`config.mk`:
```
export PLATFORM = sky130hd
export DESIGN_NAME = cluster_periph_top
export DESIGN_NICKNAME = d
export VERILOG_FILES = /design/src/cluster_periph_pkg.sv /design/src/cluster_ctrl_unit.sv /design/src/cluster_periph_top.sv /design/src/cluster_timer.sv /design/src/event_unit.sv /design/src/periph_decoder.sv
export SDC_FILE = /design/constraint.sdc
export NUM_CORES = 1
export LEC_CHECK = 0
export BUFFER_PORTS_ARGS = -buffer_cell sky130_fd_sc_hd__buf_2
export CAP_MARGIN = 20
export CORE_ASPECT_RATIO = 1.4
export CORE_MARGIN = 2
export CORE_UTILIZATION = 35
export CTS_BUF_LIST = sky130_fd_sc_hd__clkbuf_16
export DETAILED_ROUTE_END_ITERATION = 10
export GPL_TIMING_DRIVEN = 0
export PLACE_DENSITY = 0.6
export SYNTH_ARGS = -nofsm -noshare
export SYNTH_HDL_FRONTEND = slang
export SYNTH_HIERARCHICAL = 1
export SYNTH_SLANG_ARGS = --single-unit
```
`constraint.sdc`:
```
create_clock -name clk_i -period 4.25 [get_ports clk_i]
set_input_delay 0.425 -clock clk_i [delete_from_list [all_inputs] [get_ports clk_i]]
set_output_delay 0.425 -clock clk_i [all_outputs]
set_load 0.005 [all_outputs]
```
`src/cluster_periph_pkg.sv`:
```
// cluster peripheral definitions
`default_nettype none

package cluster_periph_pkg;

  // ************************************************************************
  // bus widths and structs
  // ************************************************************************

  localparam int unsigned ADDR_W = 12;
  // offset bits seen by a target sit below the target select bits
  localparam int unsigned OFS_W  = 10;

  typedef struct packed {
    logic              req;
    logic [ADDR_W-1:0] addr;
    // high means read
    logic              wen;
    logic [31:0]       wdata;
    logic [3:0]        be;
    logic [3:0]        id;
  } periph_req_t;

  typedef struct packed {
    logic        gnt;
    logic        r_valid;
    logic [31:0] r_rdata;
    logic [3:0]  r_id;
  } periph_rsp_t;

  // target select taken from addr[11:10]
  typedef enum logic [1:0] {
    TGT_CTRL  = 2'd0,
    TGT_TIMER = 2'd1,
    TGT_EU    = 2'd2,
    TGT_DMA   = 2'd3
  } tgt_sel_e;

  // ************************************************************************
  // register map
  // ************************************************************************

  localparam logic [OFS_W-1:0] EOC_OFS            = 10'h000;
  localparam logic [OFS_W-1:0] FETCH_EN_OFS       = 10'h004;
  localparam logic [OFS_W-1:0] BOOT_ADDR_BASE_OFS = 10'h040;

  localparam logic [OFS_W-1:0] TIMER_CFG_OFS = 10'h000;
  localparam logic [OFS_W-1:0] TIMER_CNT_OFS = 10'h008;
  localparam logic [OFS_W-1:0] TIMER_CMP_OFS = 10'h010;

  // event unit register kind in addr[5:4], core index in addr[3:2]
  localparam logic [1:0] EU_MASK_KIND   = 2'd0;
  localparam logic [1:0] EU_BUF_KIND    = 2'd1;
  localparam logic [1:0] EU_SW_SET_KIND = 2'd2;
  localparam logic [1:0] EU_CLR_KIND    = 2'd3;

  // event sources per core; bit 3 is the software event
  localparam int unsigned EVT_SRC_NUM   = 4;
  localparam int unsigned EVT_ID_W      = 2;
  localparam int unsigned EVT_TIMER_BIT = 0;
  localparam int unsigned EVT_DMA_BIT   = 1;
  localparam int unsigned EVT_HWPE_BIT  = 2;

  // byte-enable merge of write data into the current register value
  function automatic logic [31:0] be_merge(logic [31:0] old_val, logic [31:0] new_val,
                                           logic [3:0] be);
    logic [31:0] res;
    res = old_val;
    for (int b = 0; b < 4; b++) begin
      if (be[b]) begin
        res[8*b +: 8] = new_val[8*b +: 8];
      end
    end
    return res;
  endfunction

endpackage

`default_nettype wire

```
`src/cluster_ctrl_unit.sv`:
```
// cluster control registers
`timescale 1ns/1ps
`default_nettype none

module cluster_ctrl_unit
  import cluster_periph_pkg::*;
#(
  parameter int unsigned NB_CORES  = 4,
  parameter logic [31:0] BOOT_ADDR = 32'h1C00_0000
) (
  input  wire logic               clk_i,
  input  wire logic               rst_n_i,
  input  wire periph_req_t        req_i,
  output periph_rsp_t             rsp_o,
  output logic                    eoc_o,
  output logic [NB_CORES-1:0]     fetch_enable_o,
  output logic [NB_CORES-1:0][31:0] boot_addr_o
);

  logic                       eoc_q;
  logic [NB_CORES-1:0]        fetch_en_q;
  logic [NB_CORES-1:0][31:0]  boot_addr_q;
  logic                       r_valid_q;
  logic [3:0]                 r_id_q;
  logic [31:0]                r_rdata_q;
  logic [OFS_W-1:0]           ofs;
  logic [1:0]                 boot_idx;
  logic                       boot_hit;
  logic                       wr_en;
  logic [31:0]                rd_data;
  logic [31:0]                wr_val;

  assign ofs      = req_i.addr[OFS_W-1:0];
  assign wr_en    = req_i.req & ~req_i.wen;
  assign boot_idx = ofs[3:2];
  // one boot address word per core starting at the base offset
  assign boot_hit = (ofs[OFS_W-1:4] == BOOT_ADDR_BASE_OFS[OFS_W-1:4]) &&
                    (int'(boot_idx) < NB_CORES);

  always_comb begin
    rd_data = '0;
    if (ofs == EOC_OFS) begin
      rd_data[0] = eoc_q;
    end else if (ofs == FETCH_EN_OFS) begin
      rd_data[NB_CORES-1:0] = fetch_en_q;
    end else if (boot_hit) begin
      rd_data = boot_addr_q[boot_idx];
    end
  end

  assign wr_val = be_merge(rd_data, req_i.wdata, req_i.be);

  always_ff @(posedge clk_i) begin
    if (!rst_n_i) begin
      eoc_q       <= 1'b0;
      fetch_en_q  <= '0;
      boot_addr_q <= {NB_CORES{BOOT_ADDR}};
      r_valid_q   <= 1'b0;
    end else begin
      r_valid_q <= req_i.req;
      if (wr_en) begin
        if (ofs == EOC_OFS) begin
          eoc_q <= wr_val[0];
        end else if (ofs == FETCH_EN_OFS) begin
          fetch_en_q <= wr_val[NB_CORES-1:0];
        end else if (boot_hit) begin
          boot_addr_q[boot_idx] <= wr_val;
        end
      end
    end
  end

  // response payload is valid only with r_valid
  always_ff @(posedge clk_i) begin
    if (req_i.req) begin
      r_id_q    <= req_i.id;
      r_rdata_q <= req_i.wen ? rd_data : '0;
    end
  end

  assign rsp_o.gnt     = req_i.req;
  assign rsp_o.r_valid = r_valid_q;
  assign rsp_o.r_rdata = r_rdata_q;
  assign rsp_o.r_id    = r_id_q;

  assign eoc_o          = eoc_q;
  assign fetch_enable_o = fetch_en_q;
  assign boot_addr_o    = boot_addr_q;

endmodule

`default_nettype wire

```
`src/cluster_periph_top.sv`:
```
// cluster peripheral subsystem
`timescale 1ns/1ps
`default_nettype none

module cluster_periph_top
  import cluster_periph_pkg::*;
#(
  parameter int unsigned NB_CORES  = 4,
  parameter logic [31:0] BOOT_ADDR = 32'h1C00_0000
) (
  input  wire logic                         clk_i,
  input  wire logic                         rst_n_i,

  input  wire periph_req_t                  bus_req_i,
  output periph_rsp_t                       bus_rsp_o,

  output periph_req_t                       dma_req_o,
  input  wire periph_rsp_t                  dma_rsp_i,

  input  wire logic                         dma_evt_i,
  input  wire logic [NB_CORES-1:0]          hwpe_evt_i,

  input  wire logic [NB_CORES-1:0]          irq_ack_i,
  output logic [NB_CORES-1:0]               irq_req_o,
  output logic [NB_CORES-1:0][EVT_ID_W-1:0] irq_id_o,

  output logic                              eoc_o,
  output logic [NB_CORES-1:0]               fetch_enable_o,
  output logic [NB_CORES-1:0][31:0]         boot_addr_o,
  output logic                              busy_o
);

  periph_req_t ctrl_req;
  periph_rsp_t ctrl_rsp;
  periph_req_t timer_req;
  periph_rsp_t timer_rsp;
  periph_req_t eu_req;
  periph_rsp_t eu_rsp;
  logic        timer_evt;

  // ************************************************************************
  // bus decoder
  // ************************************************************************

  periph_decoder i_periph_decoder (
    .clk_i       ( clk_i     ),
    .rst_n_i     ( rst_n_i   ),
    .bus_req_i   ( bus_req_i ),
    .bus_rsp_o   ( bus_rsp_o ),
    .ctrl_req_o  ( ctrl_req  ),
    .ctrl_rsp_i  ( ctrl_rsp  ),
    .timer_req_o ( timer_req ),
    .timer_rsp_i ( timer_rsp ),
    .eu_req_o    ( eu_req    ),
    .eu_rsp_i    ( eu_rsp    ),
    .dma_req_o   ( dma_req_o ),
    .dma_rsp_i   ( dma_rsp_i )
  );

  // ************************************************************************
  // targets
  // ************************************************************************

  cluster_ctrl_unit #(
    .NB_CORES  ( NB_CORES  ),
    .BOOT_ADDR ( BOOT_ADDR )
  ) i_cluster_ctrl_unit (
    .clk_i          ( clk_i          ),
    .rst_n_i        ( rst_n_i        ),
    .req_i          ( ctrl_req       ),
    .rsp_o          ( ctrl_rsp       ),
    .eoc_o          ( eoc_o          ),
    .fetch_enable_o ( fetch_enable_o ),
    .boot_addr_o    ( boot_addr_o    )
  );

  cluster_timer i_cluster_timer (
    .clk_i       ( clk_i     ),
    .rst_n_i     ( rst_n_i   ),
    .req_i       ( timer_req ),
    .rsp_o       ( timer_rsp ),
    .timer_evt_o ( timer_evt ),
    .busy_o      ( busy_o    )
  );

  // timer and dma events fan out to every core inside
  event_unit #(
    .NB_CORES ( NB_CORES )
  ) i_event_unit (
    .clk_i       ( clk_i      ),
    .rst_n_i     ( rst_n_i    ),
    .req_i       ( eu_req     ),
    .rsp_o       ( eu_rsp     ),
    .timer_evt_i ( timer_evt  ),
    .dma_evt_i   ( dma_evt_i  ),
    .hwpe_evt_i  ( hwpe_evt_i ),
    .irq_ack_i   ( irq_ack_i  ),
    .irq_req_o   ( irq_req_o  ),
    .irq_id_o    ( irq_id_o   )
  );

endmodule

`default_nettype wire

```
`src/cluster_timer.sv`:
```
// cluster cycle timer
`timescale 1ns/1ps
`default_nettype none

module cluster_timer
  import cluster_periph_pkg::*;
(
  input  wire logic        clk_i,
  input  wire logic        rst_n_i,
  input  wire periph_req_t req_i,
  output periph_rsp_t      rsp_o,
  output logic             timer_evt_o,
  output logic             busy_o
);

  // cfg bit 0 enables counting, bit 1 clears the count on match
  logic [1:0]       cfg_q;
  logic [31:0]      cnt_q;
  logic [31:0]      cmp_q;
  logic             evt_q;
  logic             match;
  logic             r_valid_q;
  logic [3:0]       r_id_q;
  logic [31:0]      r_rdata_q;
  logic [OFS_W-1:0] ofs;
  logic             wr_en;
  logic [31:0]      rd_data;
  logic [31:0]      wr_val;

  assign ofs   = req_i.addr[OFS_W-1:0];
  assign wr_en = req_i.req & ~req_i.wen;
  assign match = cfg_q[0] && (cnt_q == cmp_q);

  always_comb begin
    case (ofs)
      TIMER_CFG_OFS: rd_data = {30'b0, cfg_q};
      TIMER_CNT_OFS: rd_data = cnt_q;
      TIMER_CMP_OFS: rd_data = cmp_q;
      default:       rd_data = '0;
    endcase
  end

  assign wr_val = be_merge(rd_data, req_i.wdata, req_i.be);

  always_ff @(posedge clk_i) begin
    if (!rst_n_i) begin
      cfg_q     <= '0;
      cnt_q     <= '0;
      cmp_q     <= '0;
      evt_q     <= 1'b0;
      r_valid_q <= 1'b0;
    end else begin
      r_valid_q <= req_i.req;
      evt_q     <= match;
      if (cfg_q[0]) begin
        cnt_q <= (match && cfg_q[1]) ? '0 : cnt_q + 32'd1;
      end
      // a bus write wins over the count update
      if (wr_en) begin
        case (ofs)
          TIMER_CFG_OFS: cfg_q <= wr_val[1:0];
          TIMER_CNT_OFS: cnt_q <= wr_val;
          TIMER_CMP_OFS: cmp_q <= wr_val;
          default: ;
        endcase
      end
    end
  end

  always_ff @(posedge clk_i) begin
    if (req_i.req) begin
      r_id_q    <= req_i.id;
      r_rdata_q <= req_i.wen ? rd_data : '0;
    end
  end

  assign rsp_o.gnt     = req_i.req;
  assign rsp_o.r_valid = r_valid_q;
  assign rsp_o.r_rdata = r_rdata_q;
  assign rsp_o.r_id    = r_id_q;

  assign timer_evt_o = evt_q;
  assign busy_o      = cfg_q[0];

endmodule

`default_nettype wire

```
`src/event_unit.sv`:
```
// per-core event unit
`timescale 1ns/1ps
`default_nettype none

module event_unit
  import cluster_periph_pkg::*;
#(
  parameter int unsigned NB_CORES = 4
) (
  input  wire logic                      clk_i,
  input  wire logic                      rst_n_i,
  input  wire periph_req_t               req_i,
  output periph_rsp_t                    rsp_o,
  input  wire logic                      timer_evt_i,
  input  wire logic                      dma_evt_i,
  input  wire logic [NB_CORES-1:0]       hwpe_evt_i,
  input  wire logic [NB_CORES-1:0]       irq_ack_i,
  output logic [NB_CORES-1:0]            irq_req_o,
  output logic [NB_CORES-1:0][EVT_ID_W-1:0] irq_id_o
);

  typedef enum logic [1:0] {
    HS_IDLE,
    HS_REQ,
    HS_WAIT
  } hs_state_e;

  logic [NB_CORES-1:0][EVT_SRC_NUM-1:0] buf_q;
  logic [NB_CORES-1:0][EVT_SRC_NUM-1:0] buf_d;
  logic [NB_CORES-1:0][EVT_SRC_NUM-1:0] mask_q;
  logic [NB_CORES-1:0][EVT_SRC_NUM-1:0] evt_in;
  logic [NB_CORES-1:0][EVT_ID_W-1:0]    id_q;
  hs_state_e                            hs_q [NB_CORES];
  logic                                 r_valid_q;
  logic [3:0]                           r_id_q;
  logic [31:0]                          r_rdata_q;
  logic [OFS_W-1:0]                     ofs;
  logic [1:0]                           kind;
  logic [1:0]                           core_idx;
  logic                                 core_ok;
  logic                                 wr_en;
  logic [31:0]                          rd_data;
  logic [31:0]                          wr_val;

  // lowest pending source wins
  function automatic logic [EVT_ID_W-1:0] lowest_id(logic [EVT_SRC_NUM-1:0] vec);
    logic [EVT_ID_W-1:0] idx;
    idx = '0;
    for (int i = EVT_SRC_NUM - 1; i >= 0; i--) begin
      if (vec[i]) begin
        idx = EVT_ID_W'(i);
      end
    end
    return idx;
  endfunction

  assign ofs      = req_i.addr[OFS_W-1:0];
  assign kind     = ofs[5:4];
  assign core_idx = ofs[3:2];
  assign core_ok  = int'(core_idx) < NB_CORES;
  assign wr_en    = req_i.req & ~req_i.wen & core_ok;

  always_comb begin
    rd_data = '0;
    if (core_ok && kind == EU_MASK_KIND) begin
      rd_data[EVT_SRC_NUM-1:0] = mask_q[core_idx];
    end else if (core_ok && kind == EU_BUF_KIND) begin
      rd_data[EVT_SRC_NUM-1:0] = buf_q[core_idx];
    end
  end

  assign wr_val = be_merge(rd_data, req_i.wdata, req_i.be);

  // ************************************************************************
  // event buffers
  // ************************************************************************

  always_comb begin
    buf_d = buf_q;
    for (int c = 0; c < NB_CORES; c++) begin
      evt_in[c]                = '0;
      evt_in[c][EVT_TIMER_BIT] = timer_evt_i;
      evt_in[c][EVT_DMA_BIT]   = dma_evt_i;
      evt_in[c][EVT_HWPE_BIT]  = hwpe_evt_i[c];
      // acked bit drops on the edge that lowers irq_req
      if (hs_q[c] == HS_REQ && irq_ack_i[c]) begin
        buf_d[c][id_q[c]] = 1'b0;
      end
      buf_d[c] = buf_d[c] | evt_in[c];
      if (wr_en && int'(core_idx) == c) begin
        case (kind)
          EU_BUF_KIND:    buf_d[c] = wr_val[EVT_SRC_NUM-1:0];
          EU_SW_SET_KIND: buf_d[c] = buf_d[c] | wr_val[EVT_SRC_NUM-1:0];
          EU_CLR_KIND:    buf_d[c] = buf_d[c] & ~wr_val[EVT_SRC_NUM-1:0];
          default: ;
        endcase
      end
    end
  end

  always_ff @(posedge clk_i) begin
    if (!rst_n_i) begin
      buf_q     <= '0;
      mask_q    <= '0;
      r_valid_q <= 1'b0;
    end else begin
      buf_q     <= buf_d;
      r_valid_q <= req_i.req;
      if (wr_en && kind == EU_MASK_KIND) begin
        mask_q[core_idx] <= wr_val[EVT_SRC_NUM-1:0];
      end
    end
  end

  // ************************************************************************
  // four-phase interrupt handshake
  // ************************************************************************

  always_ff @(posedge clk_i) begin
    if (!rst_n_i) begin
      for (int c = 0; c < NB_CORES; c++) begin
        hs_q[c] <= HS_IDLE;
      end
      id_q <= '0;
    end else begin
      for (int c = 0; c < NB_CORES; c++) begin
        case (hs_q[c])
          HS_IDLE: begin
            if (|(buf_q[c] & mask_q[c])) begin
              hs_q[c] <= HS_REQ;
              id_q[c] <= lowest_id(buf_q[c] & mask_q[c]);
            end
          end
          HS_REQ: begin
            if (irq_ack_i[c]) begin
              hs_q[c] <= HS_WAIT;
            end
          end
          HS_WAIT: begin
            // ack must be seen low before the next request
            if (!irq_ack_i[c]) begin
              hs_q[c] <= HS_IDLE;
            end
          end
          default: hs_q[c] <= HS_IDLE;
        endcase
      end
    end
  end

  always_comb begin
    for (int c = 0; c < NB_CORES; c++) begin
      irq_req_o[c] = (hs_q[c] == HS_REQ);
    end
  end

  assign irq_id_o = id_q;

  always_ff @(posedge clk_i) begin
    if (req_i.req) begin
      r_id_q    <= req_i.id;
      r_rdata_q <= req_i.wen ? rd_data : '0;
    end
  end

  assign rsp_o.gnt     = req_i.req;
  assign rsp_o.r_valid = r_valid_q;
  assign rsp_o.r_rdata = r_rdata_q;
  assign rsp_o.r_id    = r_id_q;

endmodule

`default_nettype wire

```
`src/periph_decoder.sv`:
```
// peripheral bus decoder
`timescale 1ns/1ps
`default_nettype none

module periph_decoder
  import cluster_periph_pkg::*;
(
  input  wire logic        clk_i,
  input  wire logic        rst_n_i,

  input  wire periph_req_t bus_req_i,
  output periph_rsp_t      bus_rsp_o,

  output periph_req_t      ctrl_req_o,
  input  wire periph_rsp_t ctrl_rsp_i,
  output periph_req_t      timer_req_o,
  input  wire periph_rsp_t timer_rsp_i,
  output periph_req_t      eu_req_o,
  input  wire periph_rsp_t eu_rsp_i,
  output periph_req_t      dma_req_o,
  input  wire periph_rsp_t dma_rsp_i
);

  tgt_sel_e    sel;
  tgt_sel_e    tgt_q;
  logic        busy_q;
  logic        fwd_req;
  logic        rsp_gnt;
  logic        rsp_valid;
  logic        grant;
  periph_rsp_t sel_rsp;
  periph_rsp_t q_rsp;

  function automatic periph_rsp_t pick_rsp(tgt_sel_e t, periph_rsp_t c, periph_rsp_t tm,
                                           periph_rsp_t eu, periph_rsp_t dma);
    case (t)
      TGT_CTRL:  return c;
      TGT_TIMER: return tm;
      TGT_EU:    return eu;
      default:   return dma;
    endcase
  endfunction

  assign sel = tgt_sel_e'(bus_req_i.addr[ADDR_W-1:ADDR_W-2]);

  // only one transaction in flight, so nothing is forwarded while busy
  assign fwd_req = bus_req_i.req & ~busy_q;

  always_comb begin
    ctrl_req_o      = bus_req_i;
    timer_req_o     = bus_req_i;
    eu_req_o        = bus_req_i;
    dma_req_o       = bus_req_i;
    ctrl_req_o.req  = fwd_req & (sel == TGT_CTRL);
    timer_req_o.req = fwd_req & (sel == TGT_TIMER);
    eu_req_o.req    = fwd_req & (sel == TGT_EU);
    dma_req_o.req   = fwd_req & (sel == TGT_DMA);
  end

  // gnt comes from the addressed target, response from the remembered one
  assign sel_rsp = pick_rsp(sel, ctrl_rsp_i, timer_rsp_i, eu_rsp_i, dma_rsp_i);
  assign q_rsp   = pick_rsp(tgt_q, ctrl_rsp_i, timer_rsp_i, eu_rsp_i, dma_rsp_i);

  assign rsp_gnt   = fwd_req & sel_rsp.gnt;
  assign rsp_valid = busy_q & q_rsp.r_valid;
  assign grant     = rsp_gnt;

  always_comb begin
    bus_rsp_o         = q_rsp;
    bus_rsp_o.gnt     = rsp_gnt;
    bus_rsp_o.r_valid = rsp_valid;
  end

  always_ff @(posedge clk_i) begin
    if (!rst_n_i) begin
      busy_q <= 1'b0;
      tgt_q  <= TGT_CTRL;
    end else if (grant) begin
      busy_q <= 1'b1;
      tgt_q  <= sel;
    end else if (rsp_valid) begin
      busy_q <= 1'b0;
    end
  end

endmodule

`default_nettype wire

```
Yosys cells after proc, flatten, opt, wreduce, memory -nomap -nowiden
Memory sizes are Yosys's and may differ from the RTL's.
Index checks and enable logic that the tools add are counted.
{ "op_classes": {"n_addsub": 1, "n_lt_le_gt_ge": 10, "eq_ne": 24, "n_mux": 150, "n_bitwise": 55, "reduce_logical": 43} }
{ "op_table": {"columns": ["cell", "count"], "rows": [
  ["32-bit two-way mux", 7],
  ["128-bit bitwise mux", 1],
  ["38-bit case mux with 3 select lines", 1],
  ["37-bit case mux with 3 select lines", 1],
  ["32-bit case mux with 3 select lines", 1],
  ["1-bit two-way mux", 68],
  ["32-bit binary-select mux with 2-bit select", 1],
  ["32-bit demux with 2-bit select", 1],
  ["2-bit two-way mux", 32],
  ["8-bit two-way mux", 8],
  ["4-bit two-way mux", 15],
  ["4-bit AND", 12],
  ["4-bit case mux with 3 select lines", 4],
  ["32-bit by 1-bit adder with 32-bit output, second input constant", 1],
  ["32-bit equality test", 1],
  ["31-bit two-way mux", 1],
  ["28-bit two-way mux", 1],
  ["2-bit equality test, second input constant", 11],
  ["4-bit inverter", 5],
  ["4-bit binary-select mux with 2-bit select", 2],
  ["16-bit bitwise mux", 1],
  ["2-bit by 1-bit equality test with 1-bit output, second input constant", 8],
  ["1-bit logical AND", 16],
  ["2-bit zero test", 8],
  ["other kinds (20)", 76]
]} }
{ "word_totals": {"regBits": 326, "ram_bits": 8, "in_bits": 103, "output_inout_bits": 238, "wordCells": 317, "memories": 1} }
{ "memory_table": {"columns": ["memory", "depth", "word_bits", "rd", "rd_ports_with_merged_regs", "write_ports", "line_no", "source"], "rows": [
  ["i_event_unit.hs_q", 4, 2, 4, 0, 4, "event_unit.sv:33", "hs_state_e hs_q [NB_CORES];"]
]} }

Depth between registers and ports, before layout
Gate-level depths: netlist (run 1).
{ "depth": {"depth_word": 11, "depth_mapped": 9, "depth_no_buf": 7} }

Modules after synthesis
The synthesis (run 1) kept the hierarchy.
{ "modules_own_cells": {"columns": ["mod", "n_inst", "cells_per_inst", "area_per_inst_um2", "seq_area_each_um2"], "rows": [
  ["cluster_ctrl_unit", 1, 687, 7302.0, 3763.6],
  ["cluster_timer", 1, 582, 5392.7, 2442.3],
  ["event_unit", 1, 349, 3335.7, 1301.2],
  ["periph_decoder", 1, 283, 2756.4, 60.1]
]} }

Worst setup path before layout (run 1)
Ideal clock, no wire load.
{ "synth_timing": {"path_type": "input-to-reg", "from": "input port bus_req_i[52] (netlist bit)", "to": "register i_cluster_ctrl_unit.boot_addr_q (netlist bit i_cluster_ctrl_unit/boot_addr_o[1])", "arrival_time_ns": 4.017, "required_ns": 4.118, "setup_slack_ns": 0.100, "stages": 7, "path_buffers": 1, "cell_sequence": "or3b_4 -> nor2_1 -> or4b_2 -> nor4_2 -> clkbuf_1 -> nand3b_1 -> o21ai_0"} }
{ "synth_lines": {"columns": ["element", "line_no", "source"], "rows": [
  ["start, declared", "cluster_periph_top.sv:14", "input wire periph_req_t bus_req_i,"],
  ["end signal, assigned", "cluster_ctrl_unit.sv:57", "boot_addr_q <= {NB_CORES{BOOT_ADDR}};"],
  ["end signal, assigned by index", "cluster_ctrl_unit.sv:67", "boot_addr_q[boot_idx] <= wr_val;"],
  ["end, declared", "cluster_ctrl_unit.sv:22", "logic [NB_CORES-1:0][31:0] boot_addr_q;"]
]} }

==> flow_summary.ini, run 1 <==
[routing]
drc_errors = 0
post_drt_wl_per_cell_um = 23.88
antenna_left = 0
drt-total-wl_um = 70440
vias = 16630
dr.first_iter.drc_count = 1662
drt-vias-per-instance = 5.638
drt_first_pass_iters = 6

[timing]
setup_viol = 0
fin_worst_skew_ns = 0.02850
relSlewSlack = 0.3155
hold_ws_ns = 0.04715
tightest_slew_ns = 1.018
fin_crit_sh = 0.8412
hold_viol_final = 0
maxSlewViolCount = 0
min_period_ns = 3.575
max_freq_ghz = 0.2797
rsz0062_at_grt = no
fin_ws_ns = 0.6749

[status]
status = finished, final reports clean

[cts]
insertion_delay_ns = 0.57
numCtsBuffers = 37
clockBufferDepth = 3
root_buffer = clkbuf_16
cts_hold_buffers = 0
htree_levels = 2
cts_tree = done
cts_resized = 0
post-cts-setup-buffers = 0
cts_sinks = 334
clk_pin_slew_worst_paths_ns = 0.06

[floorplan]
die_h_um = 275.8
coreArea_mm2 = 0.05215
die_width_um = 198.1
num_io_pins = 341
rows = 99
die-area_mm2 = 0.05463
start_util = 0.3541

[worst_setup_path]
timing.critical_path.cells = or3b_4 -> nor2_4 -> nor4bb_1 -> nor4b_2 -> clkbuf_1 -> buf_2 -> a31oi_1
crit_family = simple AND/OR/NAND/NOR gates
crit_buf_inv = 2
start_kind = register
crit_type = register to register
arrival_ns = 4.01
rrSetupSlack_ns = 0.67
cp-end-kind = register
slowest_stage = nor4b_2
crit_fanout = 19
required_ns = 4.69
critPathMaxStageDelay_ns = 0.61

[place]
hpwl_um = 53730
pre_cts_ws_ns = 0.4732
portBuffers = 288
gp_congestion = 0.9758
dp_cells = 2882

[grt]
antenna_found_initial = 2
grt_pass1_vias = 16110
grt_usage = 0.2510
grt_max_degree = 28
grt_overflow = 0
grt_pass1_wl_um = 102200

[final_layout]
insertedDiodeCount = 0
area_delta_synth_final_pct = 19.97
fin_cells = 2950
final_nets = 2319
drive_gt1_frac = 0.3197
n_fill_cell = 5175

[synthesis]
yosys_warnings = 6
syn_area_mm2 = 0.01846
synthCells = 1858
avgSynthCellArea_um2 = 9.938

[min_path]
min_path_type = primary input to register

[job]
cap_viol_max_count = 0

[power_and_ir_drop]
p_per_area_mw_per_mm2 = 325.4
leakage_nw = 8.728
peakVddDrop_v = 0.0003015
-- per-stage QoR --
step | total power, W | utilization | TNS, ns | area, um2
CTS | 0.007251 | 0.4246 | 0 | 22140
floorplan | 0.003816 | - | 0 | 18570
finish | 0.007208 | 0.4248 | 0 | 22150
global placement | 0.004040 | 0.4006 | -285.90 | 20890
global route | 0.007415 | 0.4248 | 0 | 22150
detailed placement | 0.004047 | 0.4018 | 0 | 20950
-- cell usage in the layout (no fill, tap or decap), drive strengths merged, types with 12 or more instances in the layout --
cell type    n
buf        546
dfxtp      246
o21ai      147
nand2      133
a31oi      119
clkbuf     116
edfxtp      88
nor2        83
mux4        76
a21oi       67
mux2i       56
and3        45
xnor2       39
nand3       38
inv         38
nand3b      34
a22oi       33
o22ai       32
nor2b       31
conb        28
nand4       26
nor3        26
xor2        23
o2bb2ai     15
clkinv      15
a211oi      14
and2        13
nor3b       12
nor4        12
-- per-layer routing --
layer,GRT usage,part of all wire
met5,0,0.00018
met4,0.1187,0.052
met3,0.05071,0.090
met2,0.4372,0.49
met1,0.2954,0.37
-- worst paths after layout --
path	endpoint	cells past startpoint	from
setup / recovery	i_cluster_ctrl_unit/boot_addr_o[59]	7	i_periph_decoder/busy_q
hold / removal	i_cluster_ctrl_unit/r_id_q[1]	1	bus_req_i[1]
setup reg to reg	i_cluster_ctrl_unit/boot_addr_o[59]	7	i_periph_decoder/busy_q
hold reg to reg	i_cluster_timer/cmp_q[23]	2	i_cluster_timer/cmp_q[23]
-- flip-flops by register name (all words and copies together) (netlist names), 8 cells and up --
name	flops
i_cluster_ctrl_unit/boot_addr_o	128
i_event_unit/hs_q	8
i_event_unit/mask_q	16
i_cluster_timer/cmp_q	32
i_cluster_ctrl_unit/r_rdata_q	32
i_event_unit/irq_id_o	8
i_cluster_timer/r_rdata_q	32
i_event_unit/buf_q	16
i_cluster_timer/cnt_q	32
-- power breakdown --
group          switching [W]  internal (W)  leakage (nW)
registers          0.0000289       0.00330          2.77
clock network        0.00141       0.00180         0.626
logic               0.000357      0.000309          5.33
-- area by class of cell --
type,count,area (um2),area share
flip-flops and latches,334,7567,0.3416
inverters,27,101.3,0.004575
clock inverters,28,214.0,0.009659
multi-input cells,1192,8751,0.3951
well taps,707,884.6,0.03993
plain buffers,332,2161,0.09755
repair buffers,291,1496,0.06756
clock buffers,39,975.9,0.04406
Power figures use the tool's default switching activity.
==> inputs of run 2 (changes only) <==
==> constraint.sdc (replaced) <==
create_clock -name clk_i -period 3 [get_ports clk_i]
set_input_delay 0.3 -clock clk_i [delete_from_list [all_inputs] [get_ports clk_i]]
set_output_delay 0.3 -clock clk_i [all_outputs]
set_load 0.005 [all_outputs]
==> run 2 against run 1 <==
  * Register-to-register slack got worse by 0.57 ns
  * Clock power rose by 37%
  * Hold slack barely moved
  * Utilization rose by 0.17 points
  * Largest cell class unchanged
  * Largest power group unchanged
==> flow_summary.ini, run 2 (synthesized netlist as in run 1, its figures left out) <==
[final_layout]
final_nets = 2328
n_fill_cell = 5124
area_delta_synth_final_pct = 20.44
final_common_cell = buf_2
mostFrequentLayoutCells = buf_2, dfxtp_1, buf_4, nand2_1, a31oi_1
final_util = 0.4264
drive_gt1_frac = 0.3247
finalInstanceArea_mm2 = 0.02224
largest_reg_flops = 128

[timing]
fin_worst_skew_ns = 0.02816
rsz0062_at_grt = no
hold_ws_ns = 0.04744
min_period_ns = 2.894
relSlewSlack = 0.3063
setup_viol = 0
fin_crit_sh = 0.9648
tightest_slew_ns = 1.032
fin_tns_setup_ns = 0
hold_viol_final = 0
maxSlewViolCount = 0
max_freq_ghz = 0.3455

[routing]
drt_first_pass_iters = 6
drt-vias-per-instance = 5.658
vias = 16750
drt-total-wl_um = 71810
antenna_left = 0
drc_errors = 0
post_drt_wl_per_cell_um = 24.26
dr.first_iter.drc_count = 1540

[cts]
root_buffer = clkbuf_16
htree_levels = 2
cts_tree = done
insertion_delay_ns = 0.58
clk_pin_slew_worst_paths_ns = 0.07
numCtsBuffers = 35
clockBufferDepth = 3
cts_sinks = 334

[grt]
grt_pass1_wl_um = 103500
grt_max_degree = 29
grt_overflow = 0
antenna_found_initial = 6
grt_usage = 0.2547
grt_pass1_vias = 16090

[power_and_ir_drop]
total_power_w = 0.01008
p_per_area_mw_per_mm2 = 453.4
peakVddDrop_v = 0.0003166
leakage_nw = 8.788

[floorplan]
rows = 99
start_util = 0.3541
num_io_pins = 341
coreArea_mm2 = 0.05215
die_width_um = 198.1
die_h_um = 275.8
die-area_mm2 = 0.05463

[status]
status = finished, final reports clean

[worst_setup_path]
arrival_ns = 3.32
required_ns = 3.42
start_kind = register
cp-end-kind = register
crit_fanout = 10
crit_type = register to register

[place]
hpwl_um = 54110
portBuffers = 288
placed_cell_area_mm2 = 0.02095
gp_congestion = 0.9581

[min_path]
min_path_type = primary input to register

[job]
cap_viol_max_count = 0
run 2: cell types whose count changed in the layout (fill, tap and decap cells not counted), moves of 2 or more:
cell,change
clkbuf_16,-4
nor4_2,-2
clkbuf_2,+13
diode_2,+2
dlygate4sd3_1,+8
nor4_4,+2
clkbuf_1,-13
nor2_2,+2
clkinv_1,+2
buf_4,+2
run 2: path summary, 6_finish.rpt:
kind | startpoint | end | slack (ns) | cells after the start
setup / recovery | i_periph_decoder/busy_q | i_cluster_ctrl_unit/boot_addr_o[2] | 0.11 | 7
hold / removal | bus_req_i[51] | i_periph_decoder/tgt_q[0] | 0.05 | 3
setup reg to reg | i_periph_decoder/busy_q | i_cluster_ctrl_unit/boot_addr_o[2] | 0.11 | 7
hold reg to reg | i_cluster_timer/cmp_q[24] | i_cluster_timer/cmp_q[24] | 0.48 | 2
run 2: layout make-up:
cell class                 count  area [um2]  share of cell area
buffer                       332        2177             0.09790
timing repair buffer         301        1592             0.07157
inverter                      27       101.3            0.004557
clock buffer                  35       875.8             0.03939
tap                          707       884.6             0.03978
multi-input combinational   1193        8792              0.3954
antenna                        2       5.005           0.0002251
sequential                   334        7567              0.3403
clock inverter                29       242.7             0.01092
run 2: stage by stage:
stage                     instances  setup slack [ns]
after floorplan                1885           0.05438
after global placement         2880            -1.195
after detailed placement       2882           -0.5811
after CTS                      2958           0.01492
after global routing           2958          0.001401
final                          2960            0.1057
run 2: metal layers:
metal	up-vias	wire [um]	global-route usage
met3	174	5657	0.04839
met1	8176	26610	0.2976
met4	2	3593	0.1177
met2	960	35930	0.4496
met5	-	13	0
li1	7435	-	-
run 2: worst max-delay path, cell delays in order, from the launching register on:
cell and delay, ns:
dfxtp_1 0.33, or3b_4 0.44, nor2_4 0.25, or4b_2 0.65
nor4_4 0.45, clkbuf_2 0.38, nand3b_1 0.16, o21ai_0 0.10
run 2: repair_timing:
action / in CTS / in global routing
pin swaps: 2 / 0
hold buffers: 8 / 0
endpoints found under the hold margin: 16 / 0
setup endpoints to repair: 118 / 78
gates resized for setup: 5 / 24
gates cloned: 1 / 0
setup buffers: 3 / 0
run 2: power by group:
group	internal [W]	switching, W	leakage (nW)
logic	0.000448	0.000521	5.43
registers	0.00467	0.0000395	2.77
clock network	0.00242	0.00198	0.584
==> inputs of run 3 (changes only) <==
--- a/config.mk
+++ b/config.mk
@@ -9,11 +9,11 @@
 export CAP_MARGIN = 20
 export CORE_ASPECT_RATIO = 1.4
 export CORE_MARGIN = 2
-export CORE_UTILIZATION = 35
+export CORE_UTILIZATION = 45
 export CTS_BUF_LIST = sky130_fd_sc_hd__clkbuf_16
 export DETAILED_ROUTE_END_ITERATION = 10
 export GPL_TIMING_DRIVEN = 0
-export PLACE_DENSITY = 0.6
+export PLACE_DENSITY = 0.73
 export SYNTH_ARGS = -nofsm -noshare
 export SYNTH_HDL_FRONTEND = slang
 export SYNTH_HIERARCHICAL = 1
==> run 3 against run 2 <==
  * The flow now finishes with violations (negative setup slack)
  * Sequential cell count did not move
  * Sequential share of layout area increased by 0.49 points
  * Global-route usage rose by 5.8 points
  * Power shrank 2.1%
  * Clock skew down 0.0081 ns
  * Sequential power barely moved
  * Via count is 1.1% higher
  * First-iteration DRC count is 18% higher
  * Register-to-register slack worse by 0.12 ns
  * Clock power shrank 5%
  * Highest routed layer unchanged
==> flow_summary.ini, run 3 (synthesized netlist as in run 1, its figures left out) <==
[routing]
drt-total-wl_um = 69060
dr.first_iter.drc_count = 1820
vias = 16930
antenna_left = 0
drt_first_pass_iters = 6
drt-vias-per-instance = 6.087
post_drt_wl_per_cell_um = 24.83
drc_errors = 0

[grt]
antenna_found_initial = 5
grt_pass1_vias = 16130
grt_overflow = 0
grt_pass1_wl_um = 101300
grt_usage = 0.3130
grt_max_degree = 31

[floorplan]
die-area_mm2 = 0.04269
coreArea_mm2 = 0.04039
die_width_um = 175.2
start_util = 0.4572
rows = 87
num_io_pins = 341
die_h_um = 243.7

[timing]
fin_crit_sh = 1.006
max_freq_ghz = 0.3313
fin_worst_skew_ns = 0.02002
rsz0062_at_grt = yes
min_period_ns = 3.019
setup_viol = 1
fin_ws_ns = -0.01883
relSlewSlack = 0.3277
hold_viol_final = 0
tightest_slew_ns = 1.000
maxSlewViolCount = 0

[final_layout]
area_delta_synth_final_pct = 18.72
final_common_cell = buf_2
mostFrequentLayoutCells = buf_2, dfxtp_1, buf_4, nand2_1, a31oi_1
drive_gt1_frac = 0.3222
largest_reg_flops = 128
finalInstanceArea_mm2 = 0.02192
insertedDiodeCount = 0
n_fill_cell = 3670
final_nets = 2324

[power_and_ir_drop]
leakage_nw = 8.712
p_int_w = 0.007366
combPwrFrac = 0.097
peakVddDrop_v = 0.0004183
p_clk_frac = 0.426
switching_share = 0.2538
p_switching_w = 0.002506
p_per_area_mw_per_mm2 = 450.3
pwr-share-seq = 0.477

[place]
hpwl_um = 52150
pre_cts_ws_ns = -0.5456
portBuffers = 288
gp_congestion = 1.011
placed_cell_area_mm2 = 0.02073

[worst_setup_path]
required_ns = 3.39
start_kind = register
arrival_ns = 3.41
crit_fanout = 10
cp-end-kind = register
crit_type = register to register

[cts]
numCtsBuffers = 35
htree_levels = 2
cts_tree = done
root_buffer = clkbuf_16
clk_pin_slew_worst_paths_ns = 0.07
insertion_delay_ns = 0.56
clockBufferDepth = 3
cts_sinks = 334

[status]
failed_checks = negative setup slack
status = finished with violations

[min_path]
min_path_type = primary input to register

[job]
cap_viol_max_count = 0
run 3: cell count changes in the layout (fill, tap and decap cells not counted), moves of 2 or more:
cell	before	now
clkinvlp_4	1	3
clkinv_2	7	5
clkinv_1	7	9
clkbuf_1	63	68
clkbuf_2	14	8
dlygate4sd3_1	8	4
diode_2	2	0
bufinv_16	3	1
inv_1	31	29
clkinv_8	0	2
run 3: worst max-delay path: stages (launching register included):
cell	delay, ns
dfxtp_1	0.32
or3b_4	0.42
nor2_4	0.24
or4bb_1	0.55
nor4_4	0.51
buf_1	0.53
nand3b_1	0.18
o21ai_0	0.10
run 3: final timing paths:
check | slack, ns | to | from | cells past startpoint
worst min register to register | 0.49 | i_cluster_timer/cmp_q[7] | i_cluster_timer/cmp_q[7] | 2
worst min-delay path | 0.03 | i_event_unit/buf_q[2] | hwpe_evt_i[0] | 3
worst max-delay path | -0.02 | i_cluster_ctrl_unit/boot_addr_o[65] | i_periph_decoder/busy_q | 7
worst max register to register | -0.02 | i_cluster_ctrl_unit/boot_addr_o[65] | i_periph_decoder/busy_q | 7
run 3: timing repair:
item                                    CTS  global route
buffers inserted                          4             0
hold endpoints to repair                 12             0
hold buffers                              4             0
endpoints found under the setup margin   94            49
pin swaps                                 1             0
gates resized for setup                   4            14
run 3: power by group through the flow:
stage          combinational [W]  sequential, W  clock, W
5_1_grt                  0.00101        0.00471   0.00440
4_1_cts                 0.000939        0.00471   0.00426
3_3_place_gp            0.000910        0.00480         0
2_1_floorplan           0.000621        0.00478         0
3_5_place_dp            0.000922        0.00480         0
6_report                0.000959        0.00471   0.00421
run 3: area by class of cell:
type / count / area, um2 / area share
Clock buffer: 35 / 875.8 / 0.03995
Multi-Input combinational cell: 1192 / 8780 / 0.4005
Tap cell: 534 / 668.1 / 0.03048
Sequential cell: 334 / 7567 / 0.3452
Inverter: 27 / 101.3 / 0.004623
Timing Repair Buffer: 298 / 1551 / 0.07078
Clock inverter: 29 / 207.7 / 0.009475
Buffer: 332 / 2170 / 0.09897
run 3: per-layer routing:
layer	global-route usage	routed length, um	vias up
li1	-	-	7424
met3	0.04947	6076	254
met5	0	42	-
met2	0.5384	33920	1146
met4	0.1657	4267	6
met1	0.3742	24760	8098
run 3: per-stage QoR:
stage / total power [W] / util / setup TNS (ns) / instances / hold WS (ns)
finish: 0.009871 / 0.5428 / -0.01883 / 2781 / 0.02927
global route: 0.01012 / 0.5428 / -0.3512 / 2781 / 0.03994
global placement: 0.005714 / 0.5123 / -111.00 / 2707 / 0.4647
CTS: 0.009900 / 0.5424 / 0 / 2781 / 0.01244
floorplan: 0.005406 / - / 0 / 1885 / 0.4175
detailed placement: 0.005727 / 0.5133 / -32.29 / 2709 / 0.4754
